`src/common/copy_defines.svh`:
```
// Line copy engine definitions
`ifndef COPY_DEFINES_SVH
`define COPY_DEFINES_SVH

// ==============================
// widths
// ==============================
`define COPY_LINE_ADDR_BITS 42
// a line is 64 bytes, so byte addresses carry 6 extra low bits
`define COPY_BYTE_IDX_BITS 6
`define COPY_LINE_BITS 512
`define COPY_LEN_BITS 16
`define COPY_CSR_IDX_BITS 3

// ==============================
// register indices
// ==============================
`define COPY_CSR_IN_ADDR 3'd0
`define COPY_CSR_LENGTH 3'd1
`define COPY_CSR_OUT_ADDR 3'd2
`define COPY_CSR_START 3'd4

`endif

```
`src/common/copy_pkg.sv`:
```
// Line copy engine types
`include "copy_defines.svh"

package copy_pkg;

    // ==============================
    // addresses
    // ==============================

    // address of one 512-bit line
    typedef logic [`COPY_LINE_ADDR_BITS-1:0] line_addr_t;

    // byte address as written by software holds the line address above the offset bits
    typedef logic [`COPY_LINE_ADDR_BITS+`COPY_BYTE_IDX_BITS-1:0] byte_addr_t;

    // ==============================
    // payload and counts
    // ==============================

    // one full data line
    typedef logic [`COPY_LINE_BITS-1:0] line_data_t;

    // number of lines, also used as a line index
    typedef logic [`COPY_LEN_BITS-1:0] line_count_t;

    // ==============================
    // configuration writes
    // ==============================

    typedef logic [`COPY_CSR_IDX_BITS-1:0] csr_idx_t;

    // software always writes full 64-bit words
    typedef logic [63:0] csr_data_t;

endpackage

```
`src/logic/csr_regs.sv`:
```
// Configuration registers
`timescale 1ns/1ps
`include "copy_defines.svh"

module csr_regs
(
    input  logic                  clk,
    input  logic                  reset,
    input  logic                  csr_wr_en,
    input  copy_pkg::csr_idx_t    csr_wr_idx,
    input  copy_pkg::csr_data_t   csr_wr_data,
    output copy_pkg::line_addr_t  input_addr,
    output copy_pkg::line_count_t input_length,
    output copy_pkg::line_addr_t  output_addr,
    output logic                  start
);
    import copy_pkg::*;

    // low bits of the write data seen as a byte address
    byte_addr_t wr_byte_addr;

    // drop the byte offset since the engine only works on whole lines
    function automatic line_addr_t to_line_addr(byte_addr_t addr);
        return addr[`COPY_BYTE_IDX_BITS +: `COPY_LINE_ADDR_BITS];
    endfunction

    assign wr_byte_addr = csr_wr_data[$bits(byte_addr_t)-1:0];

    // ==============================
    // register writes
    // ==============================
    always_ff @(posedge clk)
    begin
        if (reset)
        begin
            input_addr <= '0;
            input_length <= '0;
            output_addr <= '0;
            start <= 1'b0;
        end
        else
        begin
            if (csr_wr_en && csr_wr_idx == `COPY_CSR_IN_ADDR)
            begin
                input_addr <= to_line_addr(wr_byte_addr);
            end
            if (csr_wr_en && csr_wr_idx == `COPY_CSR_LENGTH)
            begin
                input_length <= csr_wr_data[`COPY_LEN_BITS-1:0];
            end
            if (csr_wr_en && csr_wr_idx == `COPY_CSR_OUT_ADDR)
            begin
                output_addr <= to_line_addr(wr_byte_addr);
            end
            // start is a one-cycle strobe that ignores the data word
            start <= csr_wr_en && (csr_wr_idx == `COPY_CSR_START);
        end
    end

    // back-to-back start writes would restart a run that has not begun
    assert property (@(posedge clk) disable iff (reset)
        start |-> !(csr_wr_en && csr_wr_idx == `COPY_CSR_START));

endmodule

```
`src/logic/copy_fsm.sv`:
```
// Copy controller
`timescale 1ns/1ps

module copy_fsm
(
    input  logic clk,
    input  logic reset,
    input  logic start,
    input  logic all_done,
    input  logic line_ready,
    input  logic wr_ack,
    output logic rd_go,
    output logic wr_go,
    output logic done
);
    typedef enum logic [1:0]
    {
        IDLE,
        RUN,
        WAIT_WRITE,
        DONE
    } state_t;

    state_t state;

    // set in RUN between rd_go and line_ready
    logic read_open;

    // ==============================
    // sequencing
    // ==============================
    always_ff @(posedge clk)
    begin
        if (reset)
        begin
            state <= IDLE;
            read_open <= 1'b0;
            rd_go <= 1'b0;
            wr_go <= 1'b0;
            done <= 1'b0;
        end
        else
        begin
            // strobes last a single cycle
            rd_go <= 1'b0;
            wr_go <= 1'b0;
            case (state)
                IDLE:
                begin
                    // done holds from the last run until a new start
                    if (start)
                    begin
                        done <= 1'b0;
                        state <= RUN;
                    end
                end
                RUN:
                begin
                    if (!read_open)
                    begin
                        // count is already up to date after the last wr_ack
                        if (all_done)
                        begin
                            state <= DONE;
                        end
                        else
                        begin
                            rd_go <= 1'b1;
                            read_open <= 1'b1;
                        end
                    end
                    else if (line_ready)
                    begin
                        // captured line goes straight out as a write
                        read_open <= 1'b0;
                        wr_go <= 1'b1;
                        state <= WAIT_WRITE;
                    end
                end
                WAIT_WRITE:
                begin
                    // next read only after the write response keeps one line in flight
                    if (wr_ack)
                    begin
                        state <= RUN;
                    end
                end
                DONE:
                begin
                    done <= 1'b1;
                    state <= IDLE;
                end
                default:
                begin
                    state <= IDLE;
                end
            endcase
        end
    end

    // no write may be started before the line it carries has arrived
    assert property (@(posedge clk) disable iff (reset)
        rd_go |=> (!wr_go until_with line_ready));

endmodule

```
`src/logic/line_counter.sv`:
```
// Completed line counter
`timescale 1ns/1ps

module line_counter
(
    input  logic                  clk,
    input  logic                  reset,
    input  logic                  start,
    input  logic                  step,
    input  copy_pkg::line_count_t input_length,
    output copy_pkg::line_count_t line_index,
    output logic                  all_done
);
    import copy_pkg::*;

    line_count_t count;

    // ==============================
    // count
    // ==============================
    always_ff @(posedge clk)
    begin
        if (reset)
        begin
            count <= '0;
        end
        else if (start)
        begin
            count <= '0;
        end
        else if (step)
        begin
            count <= count + line_count_t'(1);
        end
    end

    // index of the next line to copy, and the number written so far
    assign line_index = count;
    assign all_done = (count == input_length);

    // the controller must stop once every line has been acknowledged
    assert property (@(posedge clk) disable iff (reset)
        step |-> !all_done);

endmodule

```
`src/mover/read_requester.sv`:
```
// Read request and line capture
`timescale 1ns/1ps

module read_requester
(
    input  logic                  clk,
    input  logic                  reset,
    input  logic                  rd_go,
    input  copy_pkg::line_addr_t  input_addr,
    input  copy_pkg::line_count_t line_index,
    input  logic                  rd_almost_full,
    input  logic                  rd_rsp_valid,
    input  copy_pkg::line_data_t  rd_rsp_data,
    output logic                  rd_req_valid,
    output copy_pkg::line_addr_t  rd_req_addr,
    output logic                  line_ready,
    output copy_pkg::line_data_t  line_data
);
    import copy_pkg::*;

    // a read has been asked for but not yet sent
    logic pending;

    // ==============================
    // request issue
    // ==============================
    always_ff @(posedge clk)
    begin
        if (reset)
        begin
            pending <= 1'b0;
        end
        else if (rd_go)
        begin
            pending <= 1'b1;
        end
        else if (!rd_almost_full)
        begin
            // sent this cycle if it was pending
            pending <= 1'b0;
        end
    end

    // held back while memory signals almost-full
    assign rd_req_valid = pending && !rd_almost_full;
    assign rd_req_addr = input_addr + line_addr_t'(line_index);

    // ==============================
    // response capture
    // ==============================
    always_ff @(posedge clk)
    begin
        if (reset)
        begin
            line_ready <= 1'b0;
        end
        else
        begin
            line_ready <= rd_rsp_valid;
        end
    end

    // only one line is ever in flight, so this register is never overrun
    always_ff @(posedge clk)
    begin
        if (rd_rsp_valid)
        begin
            line_data <= rd_rsp_data;
        end
    end

    // under back-pressure the request stays pending with a steady address
    assert property (@(posedge clk) disable iff (reset)
        pending && rd_almost_full |=> pending && $stable(rd_req_addr));

endmodule

```
`src/mover/write_requester.sv`:
```
// Write request and acknowledge
`timescale 1ns/1ps

module write_requester
(
    input  logic                  clk,
    input  logic                  reset,
    input  logic                  wr_go,
    input  copy_pkg::line_addr_t  output_addr,
    input  copy_pkg::line_count_t line_index,
    input  copy_pkg::line_data_t  line_data,
    input  logic                  wr_almost_full,
    input  logic                  wr_rsp_valid,
    output logic                  wr_req_valid,
    output copy_pkg::line_addr_t  wr_req_addr,
    output copy_pkg::line_data_t  wr_req_data,
    output logic                  wr_ack
);
    import copy_pkg::*;

    // a write has been asked for but not yet sent
    logic pending;

    // ==============================
    // request issue
    // ==============================
    always_ff @(posedge clk)
    begin
        if (reset)
        begin
            pending <= 1'b0;
        end
        else if (wr_go)
        begin
            pending <= 1'b1;
        end
        else if (!wr_almost_full)
        begin
            pending <= 1'b0;
        end
    end

    // send only while memory has room
    assign wr_req_valid = pending && !wr_almost_full;

    // line_index only moves after wr_ack, so address holds while pending
    assign wr_req_addr = output_addr + line_addr_t'(line_index);

    // captured read line stays stable until the next read is issued
    assign wr_req_data = line_data;

    // ==============================
    // response
    // ==============================
    always_ff @(posedge clk)
    begin
        if (reset)
        begin
            wr_ack <= 1'b0;
        end
        else
        begin
            // registered response steps the counter and releases the controller
            wr_ack <= wr_rsp_valid;
        end
    end

endmodule

```
`src/logic/copy_top.sv`:
```
// Line copy engine top level
`timescale 1ns/1ps

module copy_top
(
    input  logic                  clk,
    input  logic                  reset,
    // configuration writes
    input  logic                  csr_wr_en,
    input  copy_pkg::csr_idx_t    csr_wr_idx,
    input  copy_pkg::csr_data_t   csr_wr_data,
    // memory read port
    output logic                  rd_req_valid,
    output copy_pkg::line_addr_t  rd_req_addr,
    input  logic                  rd_almost_full,
    input  logic                  rd_rsp_valid,
    input  copy_pkg::line_data_t  rd_rsp_data,
    // memory write port
    output logic                  wr_req_valid,
    output copy_pkg::line_addr_t  wr_req_addr,
    output copy_pkg::line_data_t  wr_req_data,
    input  logic                  wr_almost_full,
    input  logic                  wr_rsp_valid,
    // status
    output logic                  done,
    output copy_pkg::line_count_t lines_written
);
    import copy_pkg::*;

    // configuration values
    line_addr_t  input_addr;
    line_addr_t  output_addr;
    line_count_t input_length;

    // steering strobes and levels
    logic        start;
    logic        rd_go;
    logic        wr_go;
    logic        line_ready;
    logic        wr_ack;
    logic        all_done;
    line_count_t line_index;
    line_data_t  line_data;

    // ==============================
    // control
    // ==============================
    csr_regs u_csr_regs
    (
        .clk          (clk),
        .reset        (reset),
        .csr_wr_en    (csr_wr_en),
        .csr_wr_idx   (csr_wr_idx),
        .csr_wr_data  (csr_wr_data),
        .input_addr   (input_addr),
        .input_length (input_length),
        .output_addr  (output_addr),
        .start        (start)
    );

    copy_fsm u_copy_fsm
    (
        .clk        (clk),
        .reset      (reset),
        .start      (start),
        .all_done   (all_done),
        .line_ready (line_ready),
        .wr_ack     (wr_ack),
        .rd_go      (rd_go),
        .wr_go      (wr_go),
        .done       (done)
    );

    // counter steps on each acknowledged write
    line_counter u_line_counter
    (
        .clk          (clk),
        .reset        (reset),
        .start        (start),
        .step         (wr_ack),
        .input_length (input_length),
        .line_index   (line_index),
        .all_done     (all_done)
    );

    // ==============================
    // memory side
    // ==============================
    read_requester u_read_requester
    (
        .clk            (clk),
        .reset          (reset),
        .rd_go          (rd_go),
        .input_addr     (input_addr),
        .line_index     (line_index),
        .rd_almost_full (rd_almost_full),
        .rd_rsp_valid   (rd_rsp_valid),
        .rd_rsp_data    (rd_rsp_data),
        .rd_req_valid   (rd_req_valid),
        .rd_req_addr    (rd_req_addr),
        .line_ready     (line_ready),
        .line_data      (line_data)
    );

    write_requester u_write_requester
    (
        .clk            (clk),
        .reset          (reset),
        .wr_go          (wr_go),
        .output_addr    (output_addr),
        .line_index     (line_index),
        .line_data      (line_data),
        .wr_almost_full (wr_almost_full),
        .wr_rsp_valid   (wr_rsp_valid),
        .wr_req_valid   (wr_req_valid),
        .wr_req_addr    (wr_req_addr),
        .wr_req_data    (wr_req_data),
        .wr_ack         (wr_ack)
    );

    // completed lines are reported straight from the counter
    assign lines_written = line_index;

endmodule

```
`config.mk`:
```
export PLATFORM = sky130hd
export DESIGN_NAME = copy_top
export DESIGN_NICKNAME = d
export VERILOG_FILES = /design/src/common/copy_pkg.sv /design/src/logic/csr_regs.sv /design/src/logic/copy_fsm.sv /design/src/logic/line_counter.sv /design/src/mover/read_requester.sv /design/src/mover/write_requester.sv /design/src/logic/copy_top.sv
export VERILOG_INCLUDE_DIRS = /design/src /design/src/common
export SDC_FILE = /design/constraint.sdc
export NUM_CORES = 1
export LEC_CHECK = 0
export BUFFER_PORTS_ARGS = -buffer_cell sky130_fd_sc_hd__buf_4
export CORE_AREA = 2 2 467 469
export CTS_CLUSTER_DIAMETER = 150
export DETAILED_ROUTE_END_ITERATION = 8
export DIE_AREA = 0 0 469 471
export GPL_ROUTABILITY_DRIVEN = 0
export SYNTH_ARGS = -nofsm -noshare
export SYNTH_HDL_FRONTEND = slang
export SYNTH_HIERARCHICAL = 1
export SYNTH_SLANG_ARGS = --single-unit
export TNS_END_PERCENT = 30
```
`constraint.sdc`:
```
create_clock -name clk -period 5.05 [get_ports clk]
set_input_delay 0.505 -clock clk [delete_from_list [all_inputs] [get_ports clk]]
set_output_delay 0.505 -clock clk [all_outputs]
set_load 0.03 [all_outputs]
```
Word level (Yosys, flattened, before mapping)
Index checks and enable logic that the tools add are counted.
{"block": "classes", "addsub": 3, "eq_ne": 13, "mux": 16, "n_bitwise": 2, "n_reduce_logical": 16}
{"op": "adder 42 x 16 -> 42 bit", "count": 2}
{"op": "adder 16 x 1 -> 16 bit, second input constant", "count": 1}
{"op": "equality test 16 bit", "count": 1}
{"op": "2-to-1 mux 2 bit", "count": 5}
{"op": "2-to-1 mux 1 bit", "count": 9}
{"op": "case mux 2 bit (4 select lines)", "count": 1}
{"op": "logical AND 1 bit", "count": 6}
{"op": "inequality test 2 x 1 -> 1 bit, second input constant", "count": 3}
{"op": "inequality test 3 x 2 -> 1 bit, second input constant", "count": 2}
{"op": "OR reduction 3 bit", "count": 2}
{"op": "equality test 2 bit, second input constant", "count": 2}
{"op": "AND reduction 4 bit", "count": 1}
{"op": "equality test 3 x 1 -> 1 bit, second input constant", "count": 1}
{"op": "equality test 3 x 2 -> 1 bit, second input constant", "count": 1}
{"op": "equality test 3 bit, second input constant", "count": 1}
{"op": "zero test 3 bit", "count": 1}
{"op": "equality test 2 x 1 -> 1 bit, second input constant", "count": 1}
{"op": "zero test 1 bit", "count": 2}
{"op": "zero test 2 bit", "count": 1}
{"op": "inequality test 2 bit, second input constant", "count": 1}
{"op": "inverter 1 bit", "count": 2}
{"op": "case mux 1 bit (2 select lines)", "count": 1}
{"op": "AND reduction 2 bit", "count": 1}
{"op": "nonzero test 2 bit", "count": 1}
{"op": "OR reduction 2 bit", "count": 1}
{"block": "totals", "regBits": 639, "out_inout_bits": 615}

Depth between registers and ports, before layout
Gate-level depths: netlist (run 1).
{"block": "depth", "word_depth": 4, "ltp_mapped": 11}

Modules after synthesis
The synthesis (run 1) kept the hierarchy.
{"mod": "read_requester", "n_inst": 1, "cells_per_inst": 687, "area_per_inst_um2": 16727.3}
{"mod": "write_requester", "n_inst": 1, "cells_per_inst": 747, "area_per_inst_um2": 5461.5}
{"mod": "csr_regs", "n_inst": 1, "cells_per_inst": 385, "area_per_inst_um2": 4175.3}
{"mod": "line_counter", "n_inst": 1, "cells_per_inst": 107, "area_per_inst_um2": 933.4}
{"mod": "copy_fsm", "n_inst": 1, "cells_per_inst": 25, "area_per_inst_um2": 232.7}

Least setup slack after synthesis (run 1)
No wires, ideal clock.
{"block": "synth_timing", "path_kind": "reg-to-output", "startpoint": "register u_line_counter.count[0], in the netlist u_line_counter/line_index[0]", "endpoint": "output port rd_req_addr[36]", "arrival_ps": 2910, "slack_ps": 1635, "stages_incl_launch_ff": 12, "path_buffers": 1, "path_cell_list": "dfxtp_1 -> ha_1 -> inv_1 -> fa_1 -> nor2b_4 -> o2111ai_1 -> nand3_1 -> a41o_1 -> a31o_1 -> buf_6 -> nand4_1 -> xnor2_1"}
{"block": "synth_via", "elab_chain_len": 1}
{"element": "from (decl)", "line_no": "line_counter.sv:16", "source": "line_count_t count;"}
{"element": "from (signal assigned)", "line_no": "line_counter.sv:33", "source": "count <= count + line_count_t'(1);"}
{"element": "adder 42 x 16 -> 42 bit", "line_no": "read_requester.sv:46", "source": "assign rd_req_addr = input_addr + line_addr_t'(line_index);"}
{"element": "to (decl)", "line_no": "copy_top.sv:14", "source": "output copy_pkg::line_addr_t rd_req_addr,"}
No other way between the ends.

Final worst setup path (run 1)
{"block": "layout_timing", "startpoint": "register u_line_counter.count[0], in the netlist u_line_counter/line_index[0]", "endpoint": "output port rd_req_addr[30]"}
The elaborated chain is that of the path after synthesis.

==> results of run 1 <==
-- worst max-delay path, cell delays in order (launching register included) --
cell       delay, ns
dfxtp_1         0.56
ha_1            0.26
inv_1           0.06
fa_1            0.45
nor2b_4         0.14
o2111ai_1       0.14
nand3_1         0.19
a41o_1          0.25
a31o_1          0.61
nand4_1         0.19
xnor2_1         0.41
buf_4           0.25
-- worst paths after layout --
check,from,to,depth (start not counted)
worst max-delay path,u_line_counter/line_index[0],rd_req_addr[30],11
worst min-delay path,csr_wr_idx[0],u_csr_regs/start,2
worst max register to register,u_line_counter/line_index[8],u_copy_fsm/read_open,6
worst min register to register,u_copy_fsm/rd_go,u_read_requester/pending,2
-- logic make-up after synthesis --
kind of cell,count (synthesis),synth area share (%)
AOI/OAI and AO/OA,118,2.91
DFF,639,65.1
and+or+nand+nor,377,8.23
xor gates and xnor gates,104,3.31
adders and majority gates,35,1.65
muxes,101,3.67
buffers and inverters,577,15.2
-- routing by layer --
layer	up-vias	track usage (%)
met5	-	0
met4	8	5.42
met3	374	6.91
met2	1162	29.6
met1	10231	14.8
li1	8949	-
-- registers in the layout, indices dropped and copies added, names as in the netlist --
| register | flops |
|---|---|
| u_copy_fsm/done | 1 |
| u_copy_fsm/rd_go | 1 |
| u_copy_fsm/read_open | 1 |
| u_copy_fsm/state | 2 |
| u_copy_fsm/wr_go | 1 |
| u_csr_regs/input_addr | 42 |
| u_csr_regs/input_length | 16 |
| u_csr_regs/output_addr | 42 |
| u_csr_regs/start | 1 |
| u_line_counter/line_index | 16 |
| u_read_requester/line_data | 512 |
| u_read_requester/line_ready | 1 |
| u_read_requester/pending | 1 |
| u_write_requester/pending | 1 |
| u_write_requester/wr_ack | 1 |
-- metrics by stage --
stage / total power, W / std cells / utilization (%) / area [um^2]
floorplan: 0.00755 / 1951 / - / 27500
global placement: 0.00863 / 5452 / 16.7 / 36100
detailed placement: 0.00864 / 5452 / 16.7 / 36100
CTS: 0.0156 / 6127 / 20.4 / 44100
global route: 0.0158 / 6161 / 20.5 / 44200
finish: 0.0152 / 6167 / 20.5 / 44200
-- cells in the final DEF, fill, tap and decap left out, drive strengths merged, types with 15 or more instances in the layout --
cell type	n
nand3	34
nand4	28
ha	33
edfxtp	512
a21oi	38
a21o	15
xor2	26
o21ai	15
nand2	51
inv	30
mux2i	101
nand2b	149
and3	19
dfxtp	127
clkbuf	105
nor2	35
dlygate4sd3	516
diode	40
buf	1202
xnor2	78
clkinv	29
-- area by class of cell --
| type | instances | area (um^2) | area share [%] |
|---|---|---|---|
| repair buffers | 1718 | 14200 | 32.2 |
| multi-input cells | 735 | 5470 | 12.4 |
| diodes | 40 | 100 | 0.226 |
| well taps | 2854 | 3570 | 8.07 |
| inverters | 22 | 82.6 | 0.187 |
| clock inverters | 54 | 532 | 1.20 |
| clock buffers | 105 | 2330 | 5.26 |
| flip-flops and latches | 639 | 17900 | 40.5 |
-- power by group --
part / switching (W) / internal (W)
logic: 0.00164 / 0.00103
clock network: 0.00263 / 0.00370
registers: 0.000147 / 0.00608
==> qor.txt, run 1 <==
Main synth FF type - edfxtp_1
Routed WL - 181 mm
Iter 0 DRT Violations - 1356
Setup crit end kind - output port
routed wl met2 - 95.6 mm
setup violators final - 0
Core Box Area - 216000 um^2
Place WS - 1.13 ns
most frequent cell after synthesis - buf_4
startpoint types - register
VDD IR max - 256 uV
Post-synth EDFFs - 512
hpwl dp - 152 mm
sequential area share after synthesis - 65.1%
Post-synth ARST share - 0%
post-route setup TNS - 0 ns
Leak Pwr - 17.8 nW
DRC - 0
Clock Sinks - 639
power density cells - 344 nW/um^2
CTS Buffer Depth - 3
Die Span Y - 471 um
Worst-path clk slew - 0.06 ns
first-pass GRT wire length - 223 mm
CTS tree - done
synth warn - 6
area added between synthesis and finish - 60.7%
share of layout cells above drive strength 1 - 41.9%
vias in the first global route - 20.9k
flop2flop setup slack - 2.82 ns
Critical Setup Path Class - reg -> out
RSZ-0062 raised after global routing - no
# IOs - 1201
part of the cycle the worst path needs - 93.7%
DRT met1 WL - 58.9 mm
leading cell types by count after synthesis - buf_4, edfxtp_1, nand2b_1
Setup Buffers After CTS - 0
outcome - complete, no violations
Routed Antenna Nets - 0
Worst Max-Slew Pin Slew - 0.898 ns
post-route clock skew - 0.00423 ns
Post-CTS Resized - 0
Via-to-Cell Ratio - 3.36
Synth top area share - 55.8%
Synth Cell Area - 27500 um^2
GR Overflow Total - 0
WL met3 - 19.1 mm
relative slew slack - 40.0%
CP max FO - 8
CP Data Required Time - 4.55 ns
Cell Rows - 171
Yosys top cell by area - edfxtp_1
#FFs+latches synth - 639
die area - 221000 um^2
total CTS buffers - 86
# nets final - 3823
largest net degree at the start of global routing - 111
Pins Over Slew Limit - 0
MaxCap Viol Count - 0
Routed WL per cell - 29.3 um
cts hold-fix bufs - 516
Pre-antenna DRT Iters - 5
Top Layer Used - met5
initial core utilization - 12.7%
Clock Tree Root - clkbuf_16
syn_area_per_cell - 14.1 um^2
Total GRT Usage - 15.7%
Gate Count Post-Synth - 1951
Die Width - 469 um
Area contributors post-synth - edfxtp_1, buf_4, dfxtp_1
Synth cell types - 71
Mapped Nets - 2572
HP Class - in -> reg
# port buffers - 1184
Hold Fails Final Rpt - 0
Worst Path Arrival - 4.23 ns
Clock Latency Late Sink - 0.69 ns
worst setup margin - 0.317 ns
vias post-DR - 20.7k
WHS - 0.0913 ns
CTS HTree Levels - 3
antenna violations before repair - 147
number of fill cells - 23.3k
f_max - 211 MHz
fin crit period - 4.73 ns
Note: power is estimated with default switching activity, not from simulation.
==> inputs of run 2 (changes only) <==
- clock period: 5.05 -> 4.5 ns (I/O delays scaled with it)
==> qor.txt, run 2 (synthesized netlist as in run 1, its figures left out) <==
Worst-path clk slew - 0.06 ns
MaxCap Viol Count - 0
Pwr Total - 0.0173 W
vias post-DR - 20.7k
Clock Tree Root - clkbuf_16
share of layout cells above drive strength 1 - 42.1%
Total GRT Usage - 15.7%
Cells after DPL - 5466
Pins Over Slew Limit - 0
fin crit period - 4.31 ns
CTS HTree Levels - 3
setup violators final - 0
design area - 44600 um^2
CTS tree - done
Pre-antenna DRT Iters - 7
Die Width - 469 um
Iter 0 DRT Violations - 1290
Core Box Area - 216000 um^2
f_max - 232 MHz
Routed WL per cell - 29.1 um
# nets final - 3856
total CTS buffers - 87
post-route clock skew - 0.00808 ns
CP max FO - 13
Worst Path Arrival - 3.86 ns
outcome - complete, no violations
FF-to-FF path depth - 5
Clock Sinks - 639
Die Span Y - 471 um
Hold Fails Final Rpt - 0
HP Class - in -> reg
# port buffers - 1184
first-pass GRT wire length - 222 mm
startpoint types - register
RSZ-0062 raised after global routing - no
max reg flops - 512
WHS - 0.0928 ns
GR Overflow Total - 0
CP Data Required Time - 4.05 ns
Via-to-Cell Ratio - 3.33
power density cells - 387 nW/um^2
post-route setup TNS - 0 ns
part of the cycle the worst path needs - 95.8%
most frequent cells in the layout - buf_4, dlygate4sd3_1, edfxtp_1, nand2b_1, dfxtp_1
relative slew slack - 29.2%
Area after DPL - 36200 um^2
# IOs - 1201
Cell Rows - 171
initial core utilization - 12.7%
CTS Buffer Depth - 3
Clock Latency Late Sink - 0.69 ns
Leak Pwr - 18.0 nW
Biggest register - u_read_requester/line_data
most common cell after layout, fill and taps aside - buf_4
Setup crit end kind - output port
Worst Max-Slew Pin Slew - 1.06 ns
VDD IR max - 252 uV
Routed WL - 181 mm
Critical Setup Path Class - reg -> out
Largest regs - u_read_requester/line_data x512, u_csr_regs/input_addr x42, u_csr_regs/output_addr x42
area added between synthesis and finish - 62.1%
Routed Antenna Nets - 0
die area - 221000 um^2
Setup Buffers After CTS - 0
worst hold path depth - 3
final std cells w/o fill - 6203
largest net degree at the start of global routing - 101
antenna violations before repair - 151
DRC - 0
hpwl dp - 152 mm
vias in the first global route - 21.0k
number of fill cells - 23.2k
-- run 2: area by class of cell --
type	instances	area, um^2	share of cell area [%]
clock inverters	61	679	1.52
flip-flops and latches	639	17900	40.2
well taps	2854	3570	8.00
inverters	22	82.6	0.185
clock buffers	101	2260	5.06
diodes	41	103	0.230
repair buffers	1750	14500	32.6
multi-input cells	735	5480	12.3
-- run 2: through the flow --
step,setup slack (ns),util [%]
finish,0.190,20.7
global route,0.0579,20.6
CTS,0.0418,20.6
detailed placement,0.803,16.8
global placement,0.755,16.8
floorplan,1.14,-
-- run 2: worst max-delay path, stage by stage (launching register included) --
cell and delay, ns:
dfxtp_1 0.61, inv_1 0.13, fa_1 0.48, nor2b_4 0.14, o2111ai_1 0.16, nand3_1 0.17
a41o_1 0.23, a31o_1 0.16, buf_4 0.29, nand4_1 0.16, xnor2_1 0.37, buf_4 0.24
-- run 2: metal layers --
layer / global-route usage [%] / vias up / share of wire (%)
met4: 4.30 / 8 / 3.2
met3: 6.59 / 366 / 10
met1: 14.9 / 10042 / 33
met2: 30.2 / 1216 / 54
met5: 0 / - / 0.028
li1: - / 9030 / -
-- run 2: power by group --
group | internal, W | switching, W | total [W]
Combinational | 0.00117 | 0.00185 | 0.00302
Clock | 0.00422 | 0.00303 | 0.00725
Sequential | 0.00682 | 0.000165 | 0.00699
Total | 0.0122 | 0.00504 | 0.0173
-- run 2: path summary, 6_finish.rpt --
| path | start | to | slack (ns) |
|---|---|---|---|
| hold / removal | csr_wr_data[37] | u_csr_regs/output_addr[31] | 0.09 |
| setup reg to reg | u_line_counter/line_index[1] | u_line_counter/line_index[14] | 2.37 |
| hold reg to reg | u_copy_fsm/rd_go | u_read_requester/pending | 0.45 |
| setup / recovery | u_line_counter/line_index[1] | rd_req_addr[30] | 0.19 |
-- run 2: what timing repair did --
action / 4_1_cts / 5_1_grt
endpoints found under the setup margin: 1 / 5
hold buffers: 534 / 0
hold endpoints to repair: 542 / 0
resized for setup: 1 / 2
